### config.mk
export PLATFORM = sky130hd
export DESIGN_NAME = gpioController
export DESIGN_NICKNAME = d
export VERILOG_FILES = /design/src/hw/gpioPkg.sv /design/src/hw/apbCommandDecode.sv /design/src/hw/gpioCell.sv /design/src/hw/gpioCellBank.sv /design/src/hw/apbResponse.sv /design/src/hw/gpioController.sv
export VERILOG_INCLUDE_DIRS = /design/src /design/src/hw
export SDC_FILE = /design/constraint.sdc
export NUM_CORES = 1
export LEC_CHECK = 0
export BUFFER_PORTS_ARGS = -buffer_cell sky130_fd_sc_hd__buf_2
export CORE_MARGIN = 2
export CORE_UTILIZATION = 30
export CTS_CLUSTER_SIZE = 30
export DETAILED_ROUTE_END_ITERATION = 8
export GPL_ROUTABILITY_DRIVEN = 0
export MAX_ROUTING_LAYER = met4
export SETUP_SLACK_MARGIN = 0.2
export SKIP_CTS_REPAIR_TIMING = 1
export SYNTH_ARGS = -nofsm -noshare
export SYNTH_HDL_FRONTEND = slang
export SYNTH_SLANG_ARGS = --single-unit
### constraint.sdc
create_clock -name clk2p5 -period 2.6 [get_ports clk2p5]
set_input_delay 0.52 -clock clk2p5 [delete_from_list [all_inputs] [get_ports clk2p5]]
set_output_delay 0.52 -clock clk2p5 [all_outputs]
set_load 0.1 [all_outputs]
### src/hw/gpio_params.svh
`ifndef GPIO_PARAMS_SVH
`define GPIO_PARAMS_SVH

// Pin count fixed by the 5-bit pin field
`define GPIO_PINS 32

// APB bus widths
`define GPIO_ADDR_W 16
`define GPIO_DATA_W 16

// Field positions inside PADDR
`define GPIO_PIN_LSB 0
`define GPIO_OP_LSB 8

`endif

### src/hw/gpioPkg.sv
package gpioPkg;

    // Cell operation, carried in PADDR[10:8]
    typedef enum logic [2:0] {
        opSet    = 3'd1,
        opPulse  = 3'd2,
        opSample = 3'd4
    } cellOpE;

    // Bus phase seen by the decode FSM
    typedef enum logic [1:0] {
        stIdle,
        stSetup,
        stAccess,
        stWait
    } apbStateE;

endpackage

### src/hw/apbCommandDecode.sv
`include "gpio_params.svh"

module apbCommandDecode (
    input  logic                    clk2p5,
    input  logic                    rstN,
    input  logic                    PSEL,
    input  logic                    PENABLE,
    input  logic                    PWRITE,
    input  logic [`GPIO_ADDR_W-1:0] PADDR,
    input  logic [`GPIO_DATA_W-1:0] PWDATA,
    output logic [4:0]              pinSel,
    output gpioPkg::cellOpE         cellOp,
    output logic [1:0]              writeData,
    output logic                    cellStrobe,
    output logic                    accessStart,
    output logic                    isRead,
    output logic                    opError
);

    gpioPkg::apbStateE state;
    gpioPkg::apbStateE busPhase;
    gpioPkg::apbStateE nextState;
    logic [2:0]        opField;
    logic              opKnown;
    logic              opBad;

    assign opField = PADDR[`GPIO_OP_LSB +: 3];

    // Only the three one-hot encodings are legal
    always_comb begin
        case (opField)
            gpioPkg::opSet,
            gpioPkg::opPulse,
            gpioPkg::opSample: opKnown = 1'b1;
            default:           opKnown = 1'b0;
        endcase
    end

    // Reads must carry Sample
    always_comb begin
        if (PWRITE) begin
            opBad = !opKnown;
        end else begin
            opBad = (opField != gpioPkg::opSample);
        end
    end

    // Setup is recognised in the cycle it is on the bus
    always_comb begin
        busPhase = state;
        if (state == gpioPkg::stIdle && PSEL && !PENABLE) begin
            busPhase = gpioPkg::stSetup;
        end
    end

    always_comb begin
        case (busPhase)
            gpioPkg::stSetup:  nextState = gpioPkg::stAccess;
            gpioPkg::stAccess: nextState = gpioPkg::stWait;
            default:           nextState = gpioPkg::stIdle;
        endcase
    end

    always_ff @(posedge clk2p5) begin
        if (!rstN) begin
            state <= gpioPkg::stIdle;
        end else begin
            state <= nextState;
        end
    end

    // Fields captured once per transfer at the setup edge
    always_ff @(posedge clk2p5) begin
        if (busPhase == gpioPkg::stSetup) begin
            pinSel    <= PADDR[`GPIO_PIN_LSB +: 5];
            cellOp    <= gpioPkg::cellOpE'(opField);
            writeData <= PWDATA[1:0];
            isRead    <= !PWRITE;
            opError   <= opBad;
        end
    end

    // First access cycle
    assign accessStart = (state == gpioPkg::stAccess);

    // Strobe for legal writes only
    assign cellStrobe = accessStart && !isRead && !opError;

endmodule

### src/hw/gpioCell.sv
module gpioCell (
    input  logic            clk2p5,
    input  logic            rstN,
    input  logic            cellSelect,
    input  gpioPkg::cellOpE cellOp,
    input  logic [1:0]      writeData,
    input  logic            pinIn,
    output logic            outValue,
    output logic            outEnable,
    output logic            sampledIn
);

    always_ff @(posedge clk2p5) begin
        if (!rstN) begin
            outValue  <= 1'b0;
            outEnable <= 1'b0;
            sampledIn <= 1'b0;
        end else if (cellSelect) begin
            case (cellOp)
                gpioPkg::opSet: begin
                    outValue  <= writeData[0];
                    outEnable <= writeData[1];
                end
                gpioPkg::opPulse: begin
                    // Toggle polarity with the enable untouched
                    outValue <= ~outValue;
                end
                gpioPkg::opSample: begin
                    sampledIn <= pinIn;
                end
                default: begin
                    outValue <= outValue;
                end
            endcase
        end
    end

endmodule

### src/hw/gpioCellBank.sv
`include "gpio_params.svh"

module gpioCellBank (
    input  logic                  clk2p5,
    input  logic                  rstN,
    input  logic [4:0]            pinSel,
    input  gpioPkg::cellOpE       cellOp,
    input  logic [1:0]            writeData,
    input  logic                  cellStrobe,
    input  logic [`GPIO_PINS-1:0] ioIn,
    output logic [`GPIO_PINS-1:0] ioOut,
    output logic [`GPIO_PINS-1:0] ioOutEnable,
    output logic [2:0]            stateWord
);

    logic [`GPIO_PINS-1:0] cellSelect;
    logic [`GPIO_PINS-1:0] sampledIn;

    // One-hot select qualified by the strobe
    always_comb begin
        for (int i = 0; i < `GPIO_PINS; i++) begin
            cellSelect[i] = cellStrobe && (pinSel == 5'(i));
        end
    end

    for (genvar i = 0; i < `GPIO_PINS; i++) begin : gCell
        gpioCell u_cell (
            .clk2p5     (clk2p5),
            .rstN       (rstN),
            .cellSelect (cellSelect[i]),
            .cellOp     (cellOp),
            .writeData  (writeData),
            .pinIn      (ioIn[i]),
            .outValue   (ioOut[i]),
            .outEnable  (ioOutEnable[i]),
            .sampledIn  (sampledIn[i])
        );
    end

    // {outEnable, outValue, sampledIn} of the addressed pin
    assign stateWord = {ioOutEnable[pinSel], ioOut[pinSel], sampledIn[pinSel]};

endmodule

### src/hw/apbResponse.sv
`include "gpio_params.svh"

module apbResponse (
    input  logic                    clk2p5,
    input  logic                    rstN,
    input  logic                    accessStart,
    input  logic                    isRead,
    input  logic                    opError,
    input  logic [2:0]              stateWord,
    output logic                    PREADY,
    output logic [`GPIO_DATA_W-1:0] PRDATA,
    output logic                    PSLVERR
);

    logic                    readValid;
    logic [`GPIO_DATA_W-1:0] readData;

    assign readValid = accessStart && isRead && !opError;

    // stateWord is still the pre-update state here
    assign readData = {{(`GPIO_DATA_W - 3){1'b0}}, stateWord};

    // Completion one cycle after accessStart and held for a single cycle
    always_ff @(posedge clk2p5) begin
        if (!rstN) begin
            PREADY  <= 1'b0;
            PSLVERR <= 1'b0;
            PRDATA  <= '0;
        end else begin
            PREADY  <= accessStart;
            PSLVERR <= accessStart && opError;
            if (readValid) begin
                PRDATA <= readData;
            end else begin
                PRDATA <= '0;
            end
        end
    end

endmodule

### src/hw/gpioController.sv
`include "gpio_params.svh"

module gpioController (
    input  logic                    clk2p5,
    input  logic                    rstN,

    input  logic                    PSEL,
    input  logic                    PENABLE,
    input  logic                    PWRITE,
    input  logic [`GPIO_ADDR_W-1:0] PADDR,
    input  logic [`GPIO_DATA_W-1:0] PWDATA,
    output logic [`GPIO_DATA_W-1:0] PRDATA,
    output logic                    PREADY,
    output logic                    PSLVERR,

    input  logic [`GPIO_PINS-1:0]   ioIn,
    output logic [`GPIO_PINS-1:0]   ioOut,
    output logic [`GPIO_PINS-1:0]   ioOutEnable
);

    logic [4:0]      pinSel;
    gpioPkg::cellOpE cellOp;
    logic [1:0]      writeData;
    logic            cellStrobe;
    logic            accessStart;
    logic            isRead;
    logic            opError;
    logic [2:0]      stateWord;

    // Decode
    apbCommandDecode u_decode (
        .clk2p5      (clk2p5),
        .rstN        (rstN),
        .PSEL        (PSEL),
        .PENABLE     (PENABLE),
        .PWRITE      (PWRITE),
        .PADDR       (PADDR),
        .PWDATA      (PWDATA),
        .pinSel      (pinSel),
        .cellOp      (cellOp),
        .writeData   (writeData),
        .cellStrobe  (cellStrobe),
        .accessStart (accessStart),
        .isRead      (isRead),
        .opError     (opError)
    );

    // Execute
    gpioCellBank u_cellBank (
        .clk2p5      (clk2p5),
        .rstN        (rstN),
        .pinSel      (pinSel),
        .cellOp      (cellOp),
        .writeData   (writeData),
        .cellStrobe  (cellStrobe),
        .ioIn        (ioIn),
        .ioOut       (ioOut),
        .ioOutEnable (ioOutEnable),
        .stateWord   (stateWord)
    );

    // Result
    apbResponse u_response (
        .clk2p5      (clk2p5),
        .rstN        (rstN),
        .accessStart (accessStart),
        .isRead      (isRead),
        .opError     (opError),
        .stateWord   (stateWord),
        .PREADY      (PREADY),
        .PRDATA      (PRDATA),
        .PSLVERR     (PSLVERR)
    );

endmodule

# Word-level counts from Yosys, hierarchy flattened
# Cells that the tools add are included.
[word_totals]
reg_bits = 128
input_bits = 69
out_inout_bits = 82
elab_cells = 367
[op_classes]
order_cmp = 1
n_eq_ne = 41
mux = 42
n_bitwise = 32
n_reduce_logical = 145
[op_table]
columns = ["cell", "count"]
rows = [
  ["2-bit AND reduction", 97],
  ["5-bit == test, second input constant", 16],
  ["1-bit one-hot mux with 2 select lines", 32],
  ["5-bit by 4-bit == test with 1-bit output, second input constant", 8],
  ["1-bit logical AND", 39],
  ["1-bit NOT", 32],
  ["5-bit by 3-bit == test with 1-bit output, second input constant", 4],
  ["1-bit binary-select mux with 5-bit select", 3],
  ["5-bit by 2-bit == test with 1-bit output, second input constant", 2],
  ["3-bit by 1-bit == test with 1-bit output, second input constant", 2],
  ["3-bit by 2-bit == test with 1-bit output, second input constant", 2],
  ["3-bit == test, second input constant", 2],
  ["5-bit by 6-bit < comparator with 1-bit output, second input constant", 1],
  ["5-bit by 1-bit == test with 1-bit output, second input constant", 1],
  ["1-bit logical NOT", 5],
  ["5-bit logical NOT", 1],
  ["1-bit two-way mux", 5],
  ["2-bit == test, second input constant", 2],
  ["2-bit one-hot mux with 2 select lines", 1],
  ["3-bit inequality test, second input constant", 1],
  ["3-bit OR reduction", 1],
  ["2-bit by 1-bit == test with 1-bit output, second input constant", 1],
  ["2-bit logical NOT", 1],
  ["2-bit two-way mux", 1],
  ["2-bit nonzero test", 1],
]

# Longest topological paths before layout
# Gate-level depths: netlist (run 1).
[depth]
ltp_word = 6
depth_mapped = 7
ltp_nobuf = 4

# Modules after synthesis
# Synthesis (run 1) repeated with hierarchy kept, for this count alone.
[unflattened]
hier_cells = 755
hier_area_um2 = 6990.5
[by_module_without_submodules]
columns = ["mod", "instances", "cells_each", "area_each_um2", "seq_area_each_um2"]
rows = [
  ["gpioCell", 32, 19, 163.9, 60.1],
  ["gpioCellBank", 1, 95, 1009.7, 0.0],
  ["apbCommandDecode", 1, 27, 491.7, 400.4],
  ["apbResponse", 1, 25, 244.0, 100.1],
]

# Least setup slack after synthesis (run 1)
# No wires, ideal clock.
[synth_path]
kind = "register to register"
start = "register, netlist name u_response.PREADY"
end = "register u_cellBank.gCell[12].u_cell.outValue"
setup_ns = 0.091
arrival_time_ns = 2.222
required_time_ns = 2.509
path_slack_ns = 0.287
stages_incl_launch_ff = 7
n_path_buf = 2
period_less_slack_ns = 2.313
cell_sequence = "dfxtp_1 > or4b_1 > buf_6 > buf_12 > nor4_4 > a21oi_1 > a311oi_1"
[synth_rtl]
columns = ["item", "line_no", "text"]
rows = [
  ["to (signal assigned)", "gpioCell.sv:21", "outValue <= writeData[0];"],
  ["to (signal assigned)", "gpioCell.sv:26", "outValue <= ~outValue;"],
  ["to (signal assigned)", "gpioCell.sv:32", "outValue <= outValue;"],
  ["to (decl)", "gpioCell.sv:8", "output logic outValue,"],
]

# Final worst setup path (run 1)
[layout_path]
start = "register u_decode.isRead"
end = "register u_cellBank.gCell[17].u_cell.outValue"
[layout_between]
elab_chain_cells = 5
[layout_rtl]
columns = ["item", "line_no", "text"]
rows = [
  ["from (decl)", "apbCommandDecode.sv:16", "output logic isRead,"],
  ["from (signal assigned)", "apbCommandDecode.sv:78", "isRead <= !PWRITE;"],
  ["1-bit logical NOT", "apbCommandDecode.sv:87", "assign cellStrobe = accessStart && !isRead && !opError;"],
  ["1-bit logical AND (2 in a row)", "apbCommandDecode.sv:87", ""],
  ["1-bit logical AND", "gpioCellBank.sv:22", "cellSelect[i] = cellStrobe && (pinSel == 5'(i));"],
  ["2-bit AND reduction (no line)", "-", ""],
  ["to (signal assigned)", "gpioCell.sv:21", ""],
  ["to (signal assigned)", "gpioCell.sv:26", ""],
  ["to (signal assigned)", "gpioCell.sv:32", ""],
  ["to (decl)", "gpioCell.sv:8", ""],
]
# Every way passes these cells.
# A chain may end at the register's enable or synchronous reset.

==> impl_results.md, run 1 <==
* Slew margin rel. at 27.3%
* Post-synth EDFFs at 12
* Hold WS at 0.272 ns
* P per Cell Area at 640 mW/mm²
* Int Power at 3.33 mW
* Cells after Synth at 688
* # DRC at 0
* Synthesized flop and latch total at 114
* Reg2reg path depth at 5
* Clk Latency, worst-skew pair at 0.42 ns
* Share of layout cells above drive strength 1 at 32.9%
* Initial antenna violation count at 0
* Port Buffer Count at 115
* Fin. max-slew vios at 0
* VDD IR max at 317 µV
* DR pass1 iterations at 8
* Setup TNS at 0 ns
* Crit Path Category: reg -> reg
* Vias in the first global route at 5,338
* HPWL after DPL at 14.5 mm
* Sw Ratio at 30.4%
* Final wirelength at 20.3 mm
* Number of distinct library cells after synthesis at 42
* Via density at 5.40
* Dominant cells by area after synthesis: dfxtp_1 (31%), nor4_4 (9.6%), buf_4 (9.5%), a21oi_1 (7.5%), mux4_2 (6.1%)
* CTS Sinks at 114
* Largest net degree at the start of global routing at 98
* Clk root buf: clkbuf_16
* Switching power at 1.45 mW
* Top_reg_cell synth: dfxtp_1
* Total CTS buffers at 17
* Most frequent cells in the layout: buf_2 (115), dfxtp_1 (102), a21oi_1 (98)
* Status: complete, no violations
* Worst Setup End Kind: flop
* N_diodes at 0
* Initial Utilization at 30.5%
* Total Routing Usage GR at 18.0%
* Row Count at 54
* CP required at 2.91 ns
* Commonest non-fill, non-tap cell in the layout: buf_2
* Yosys Warn Count at 0
* Max FO, Critical Path at 16
* Worst hold path class: in -> reg
* H-tree Lvls at 4
* Seq/Total Area, Yosys at 36.2%
* R2r startpoint: u_decode.isRead$_DFFE_PN_
* Final hold violations at 0
* Total Die Area at 0.0233 mm²
* Die extent in y at 153 µm
* Hold Crit Depth at 1
* Post-synth top area cell: dfxtp_1
* Worst Hold Launch: PADDR[3]
* Max-Cap Viols at 0
* Async S/R FF share, synth at 0%
* Clock power frac at 44.6%
* Crit path launch type: flop
* Initial DRC Count at 665
* Flop pwr share at 38.9%
* Global route overflow at 0
* Clock Skews at 0.00728 ns
* Max frequency at 439 MHz
* Tcrit/Tclk final at 87.7%
* Post-layout minimum cycle time at 2.28 ns
* Clock Pin Slew Worst Setup and Hold Paths at 0.05 ns
* Core Box Area at 0.0218 mm²
* # setup viols final at 0
* Worst Tran Pin Value at 1.09 ns
* Top cell type's share of synthesized area at 30.8%
* WP data arrival at 2.59 ns
* R2R Setup Slk at 0.32 ns
* Reg-to-reg endpoint: u_cellBank.gCell[17].u_cell.outValue$_SDFFE_PN0P_
* Power share of the combinational group at 16.5%
* CTS tree: yes
* First-pass GRT wire length at 31.6 mm
* Post-route ant nets at 0
* Synthesized area at 0.00663 mm²
* Wirelength per Cell at 20.1 µm
* Die Span X at 153 µm
* Syn Area/Cell at 9.64 µm²
* Layout Nets at 787
* I/O pin count at 151
* Clock Path Buffers at 2
* Vias at 5,449
* Synth-to-layout area growth at 12.8%
* RSZ-0062 raised after global routing: false
* Static Leakage at 2.61 nW
* Hold Path Sink: u_decode.pinSel[3]$_DFFE_PN_
## worst max-delay path, cell delays in order (launching register included)
cell	delay, ns
edfxtp_1	0.43
or4b_4	0.67
buf_12	0.23
nor4_4	0.40
a21oi_1	0.13
a311oi_1	0.30
## worst max path at each step
stage,to,slack [ns],cells past startpoint,startpoint
finish,u_cellBank.gCell[17].u_cell.outValue$_SDFFE_PN0P_,0.32,5,u_decode.isRead$_DFFE_PN_
floorplan,u_cellBank.gCell[12].u_cell.outValue$_SDFFE_PN0P_,0.29,6,u_response.PREADY$_SDFF_PN0_
global route,u_cellBank.gCell[17].u_cell.outValue$_SDFFE_PN0P_,0.23,5,u_decode.isRead$_DFFE_PN_
CTS,u_cellBank.gCell[17].u_cell.outValue$_SDFFE_PN0P_,0.30,5,u_decode.isRead$_DFFE_PN_
detailed placement,u_cellBank.gCell[29].u_cell.outValue$_SDFFE_PN0P_,0.37,5,u_decode.isRead$_DFFE_PN_
global placement,u_cellBank.gCell[16].u_cell.outValue$_SDFFE_PN0P_,0.43,5,u_decode.isRead$_DFFE_PN_
## synthesized netlist by cell type (4+ instances only)
cell,n
a211oi_1,5
buf_2,14
nand2b_1,5
dfxtp_1,102
clkbuf_1,42
nand3_1,64
or2_2,7
a21oi_1,100
edfxtp_1,12
nor3_1,7
nor2_1,6
a311oi_1,32
buf_4,84
mux4_2,18
mux2i_1,17
nand3b_1,4
nor2b_1,4
nand4_1,32
o21ai_0,69
nor4_4,30
## cell families (layout without fill, tap and decap cells)
logic type      after synthesis  in the layout  share of synthesized area (%)
other cells                   1             13                         0.0566
flops                       114            114                           36.2
xor+xnor                      1              1                          0.132
mux                          36             36                           8.85
buf+inv                     150            179                           14.3
compound gates              212            212                           18.3
fa+ha+maj                     1              1                          0.189
simple gates                173            173                           21.9
## flip-flops by register name, summed over array words and instances (netlist names)
name / flops
u_decode.isRead: 1
u_decode.opError: 1
u_response.PSLVERR: 1
u_decode.writeData: 2
u_decode.pinSel: 5
u_cellBank.gCell.u_cell.outEnable: 32
u_cellBank.gCell.u_cell.outValue: 32
u_decode.state: 1
u_decode.cellOp: 3
u_response.PREADY: 1
u_cellBank.gCell.u_cell.sampledIn: 32
u_response.PRDATA: 3
## layer usage
metal | global-route usage (%) | wire length [µm] | vias up
met5 | - | 0 | -
met3 | 5.20 | 1430 | 34
li1 | - | - | 2592
met2 | 26.7 | 9320 | 228
met1 | 23.3 | 9010 | 2595
met4 | 6.31 | 509 | 0
## stage by stage
stage / power, mW / instances / area, µm² / utilization [%] / worst slack [ns]
after floorplan: 2.49 / 700 / 6680 / - / 0.287
after global placement: 2.68 / 978 / 6940 / 31.9 / 0.426
after detailed placement: 2.69 / 978 / 6940 / 31.9 / 0.372
after CTS: 4.81 / 1009 / 7480 / 34.4 / 0.299
after global routing: 4.94 / 1009 / 7480 / 34.4 / 0.228
final: 4.79 / 1009 / 7480 / 34.4 / 0.321
## power by group through the flow
stage | clock network (mW) | registers, mW | logic, mW
after floorplan | 0 | 1.90 | 0.599
after global placement | 0 | 1.89 | 0.788
after detailed placement | 0 | 1.90 | 0.791
after CTS | 2.16 | 1.86 | 0.791
after global routing | 2.24 | 1.87 | 0.837
final | 2.14 | 1.86 | 0.791
## final cells by class
| class | instances | area [µm²] |
|---|---|---|
| fill | 2271 | 14300 |
| clock buffer | 25 | 505 |
| inverter | 4 | 15.0 |
| clock inverter | 6 | 30.0 |
| multi-input combinational | 436 | 3340 |
| tap | 280 | 350 |
| timing repair buffer | 144 | 831 |
| sequential | 114 | 2400 |
No activity file was read; power rests on OpenSTA's default activity.
==> run 2, diff against run 1 <==
Settings changed: MAX_ROUTING_LAYER met4 to unset.
==> run 2 against run 1 <==
Net effect:
- non-clock buffer count unchanged
- combinational power about the same
- maximum frequency up 0.24%
- cell area unchanged
- highest routed layer unchanged
==> impl_results.md, run 2 (synthesis results as in run 1) <==
* Status: complete, no violations
* Placed Cells at 978
* First-pass GRT wire length at 31.6 mm
* Worst Tran Pin Value at 1.08 ns
* Fin. max-slew vios at 0
* Clock power frac at 44.6%
* CP required at 2.90 ns
* Hold Crit Depth at 1
* Int Power at 3.33 mW
* Power Total at 4.78 mW
* Die extent in y at 153 µm
* Synth-to-layout area growth at 12.8%
* Clock Skews at 0.00810 ns
* Flop pwr share at 38.9%
* Crit Path Category: reg -> reg
* Die Span X at 153 µm
* CTS Sinks at 114
* Reg2reg path depth at 5
* Slew margin rel. at 28.2%
* Post-route ant nets at 0
* Static Leakage at 2.61 nW
* Largest net degree at the start of global routing at 98
* Critical Path Max Stage Delay at 0.67 ns
* Clk Latency, worst-skew pair at 0.42 ns
* Power share of the combinational group at 16.5%
* Worst-path cell chain: or4b_4 > buf_12 > nor4_4 > a21oi_1 > a311oi_1
* Initial antenna violation count at 0
* Port Buffer Count at 115
* Commonest non-fill, non-tap cell in the layout: buf_2
* Clock Pin Slew Worst Setup and Hold Paths at 0.05 ns
* Via density at 5.45
* N_diodes at 0
* Final Util at 34.4%
* Total Die Area at 0.0233 mm²
* Layout Nets at 787
* Worst Setup End Kind: flop
* Final hold violations at 0
* Switching power at 1.45 mW
* Initial Utilization at 30.5%
* # setup viols final at 0
* Crit path launch type: flop
* R2R Setup Slk at 0.33 ns
* Total Routing Usage GR at 17.4%
* Top Registers: u_cellBank.gCell.u_cell.outEnable: 32 flops, u_cellBank.gCell.u_cell.outValue: 32 flops, u_cellBank.gCell.u_cell.sampledIn: 32 flops
* Vias in the first global route at 5,298
* Fillcell total at 2,271
* Max frequency at 440 MHz
* Final WS setup at 0.326 ns
* Initial DRC Count at 614
* Setup WS pre-CTS at 0.372 ns
* Post-layout minimum cycle time at 2.27 ns
* WP data arrival at 2.58 ns
* I/O pin count at 151
* HPWL after DPL at 14.5 mm
* Hold Path Sink: u_decode.writeData[1]$_DFFE_PN_
* Max FO, Critical Path at 16
* Row Count at 54
* P per Cell Area at 640 mW/mm²
* Vias at 5,496
* Worst Hold Launch: PWDATA[1]
* Share of layout cells above drive strength 1 at 32.9%
* Reg-to-reg endpoint: u_cellBank.gCell[17].u_cell.outValue$_SDFFE_PN0P_
* DR pass1 iterations at 6
* R2r startpoint: u_decode.isRead$_DFFE_PN_
* Clk root buf: clkbuf_16
* Sw Ratio at 30.3%
* Tcrit/Tclk final at 87.4%
* Setup TNS at 0 ns
* Final wirelength at 20.2 mm
* Clock Path Buffers at 2
* CTS tree: yes
* Total CTS buffers at 17
* Most frequent cells in the layout: buf_2 (115), dfxtp_1 (102), a21oi_1 (98)
* VDD IR max at 313 µV
* Max-Cap Viols at 0
* Core Box Area at 0.0218 mm²
* Worst hold path class: in -> reg
* # DRC at 0
* RSZ-0062 raised after global routing: false
* Non-Filler Instances at 1,009
* Wirelength per Cell at 20.0 µm
* Global route overflow at 0
* H-tree Lvls at 4
* Slowest-stage cell, CP: or4b_4
## run 2: cell counts in the layout (fill, tap and decap cells not counted)
No cell type changed its count.
## run 2: area by class of cell
cell class	count	area [µm²]	share of cell area (%)
repair buffers	144	831	11.1
flip-flops and latches	114	2400	32.1
well taps	280	350	4.68
multi-input cells	436	3340	44.7
clock inverters	6	30.0	0.402
clock buffers	25	505	6.76
inverters	4	15.0	0.201
## run 2: layer usage
layer  track usage, %  vias up  part of all wire [%]
met5                0        -                     0
met4             6.44        0                   2.5
met3             5.35       39                   7.4
met2             26.7      228                    46
met1             23.0     2638                    44
li1                 -     2591                     -
## run 2: how the worst max path moves through the flow
| stage | end | cells after the start | start | slack (ns) |
|---|---|---|---|---|
| finish | u_cellBank.gCell[17].u_cell.outValue$_SDFFE_PN0P_ | 5 | u_decode.isRead$_DFFE_PN_ | 0.33 |
| global route | u_cellBank.gCell[17].u_cell.outValue$_SDFFE_PN0P_ | 5 | u_decode.isRead$_DFFE_PN_ | 0.23 |
| CTS | u_cellBank.gCell[17].u_cell.outValue$_SDFFE_PN0P_ | 5 | u_decode.isRead$_DFFE_PN_ | 0.30 |
| detailed placement | u_cellBank.gCell[29].u_cell.outValue$_SDFFE_PN0P_ | 5 | u_decode.isRead$_DFFE_PN_ | 0.37 |
| global placement | u_cellBank.gCell[16].u_cell.outValue$_SDFFE_PN0P_ | 5 | u_decode.isRead$_DFFE_PN_ | 0.43 |
| floorplan | u_cellBank.gCell[12].u_cell.outValue$_SDFFE_PN0P_ | 6 | u_response.PREADY$_SDFF_PN0_ | 0.29 |
## run 2: metrics by stage
stage / hold WS, ns / area [µm²]
2_1_floorplan: 0.446 / 6680
5_1_grt: 0.258 / 7480
3_3_place_gp: 0.456 / 6940
4_1_cts: 0.255 / 7480
3_5_place_dp: 0.467 / 6940
6_report: 0.277 / 7480
## run 2: power groups by stage
stage                     clock network, mW  logic (mW)  registers, mW
after floorplan                           0       0.599           1.90
after global placement                    0       0.788           1.89
after detailed placement                  0       0.791           1.90
after CTS                              2.16       0.791           1.86
after global routing                   2.24       0.836           1.87
final                                  2.13       0.789           1.86
## run 2: worst max-delay path: cells and delay by family (launching register included)
kind / cells / cell delay, ns
AO/OA/AOI/OAI: 2 / 0.42
AND/OR/NAND/NOR: 2 / 1.07
buffers and inverters: 1 / 0.23
flip-flops: 1 / 0.43
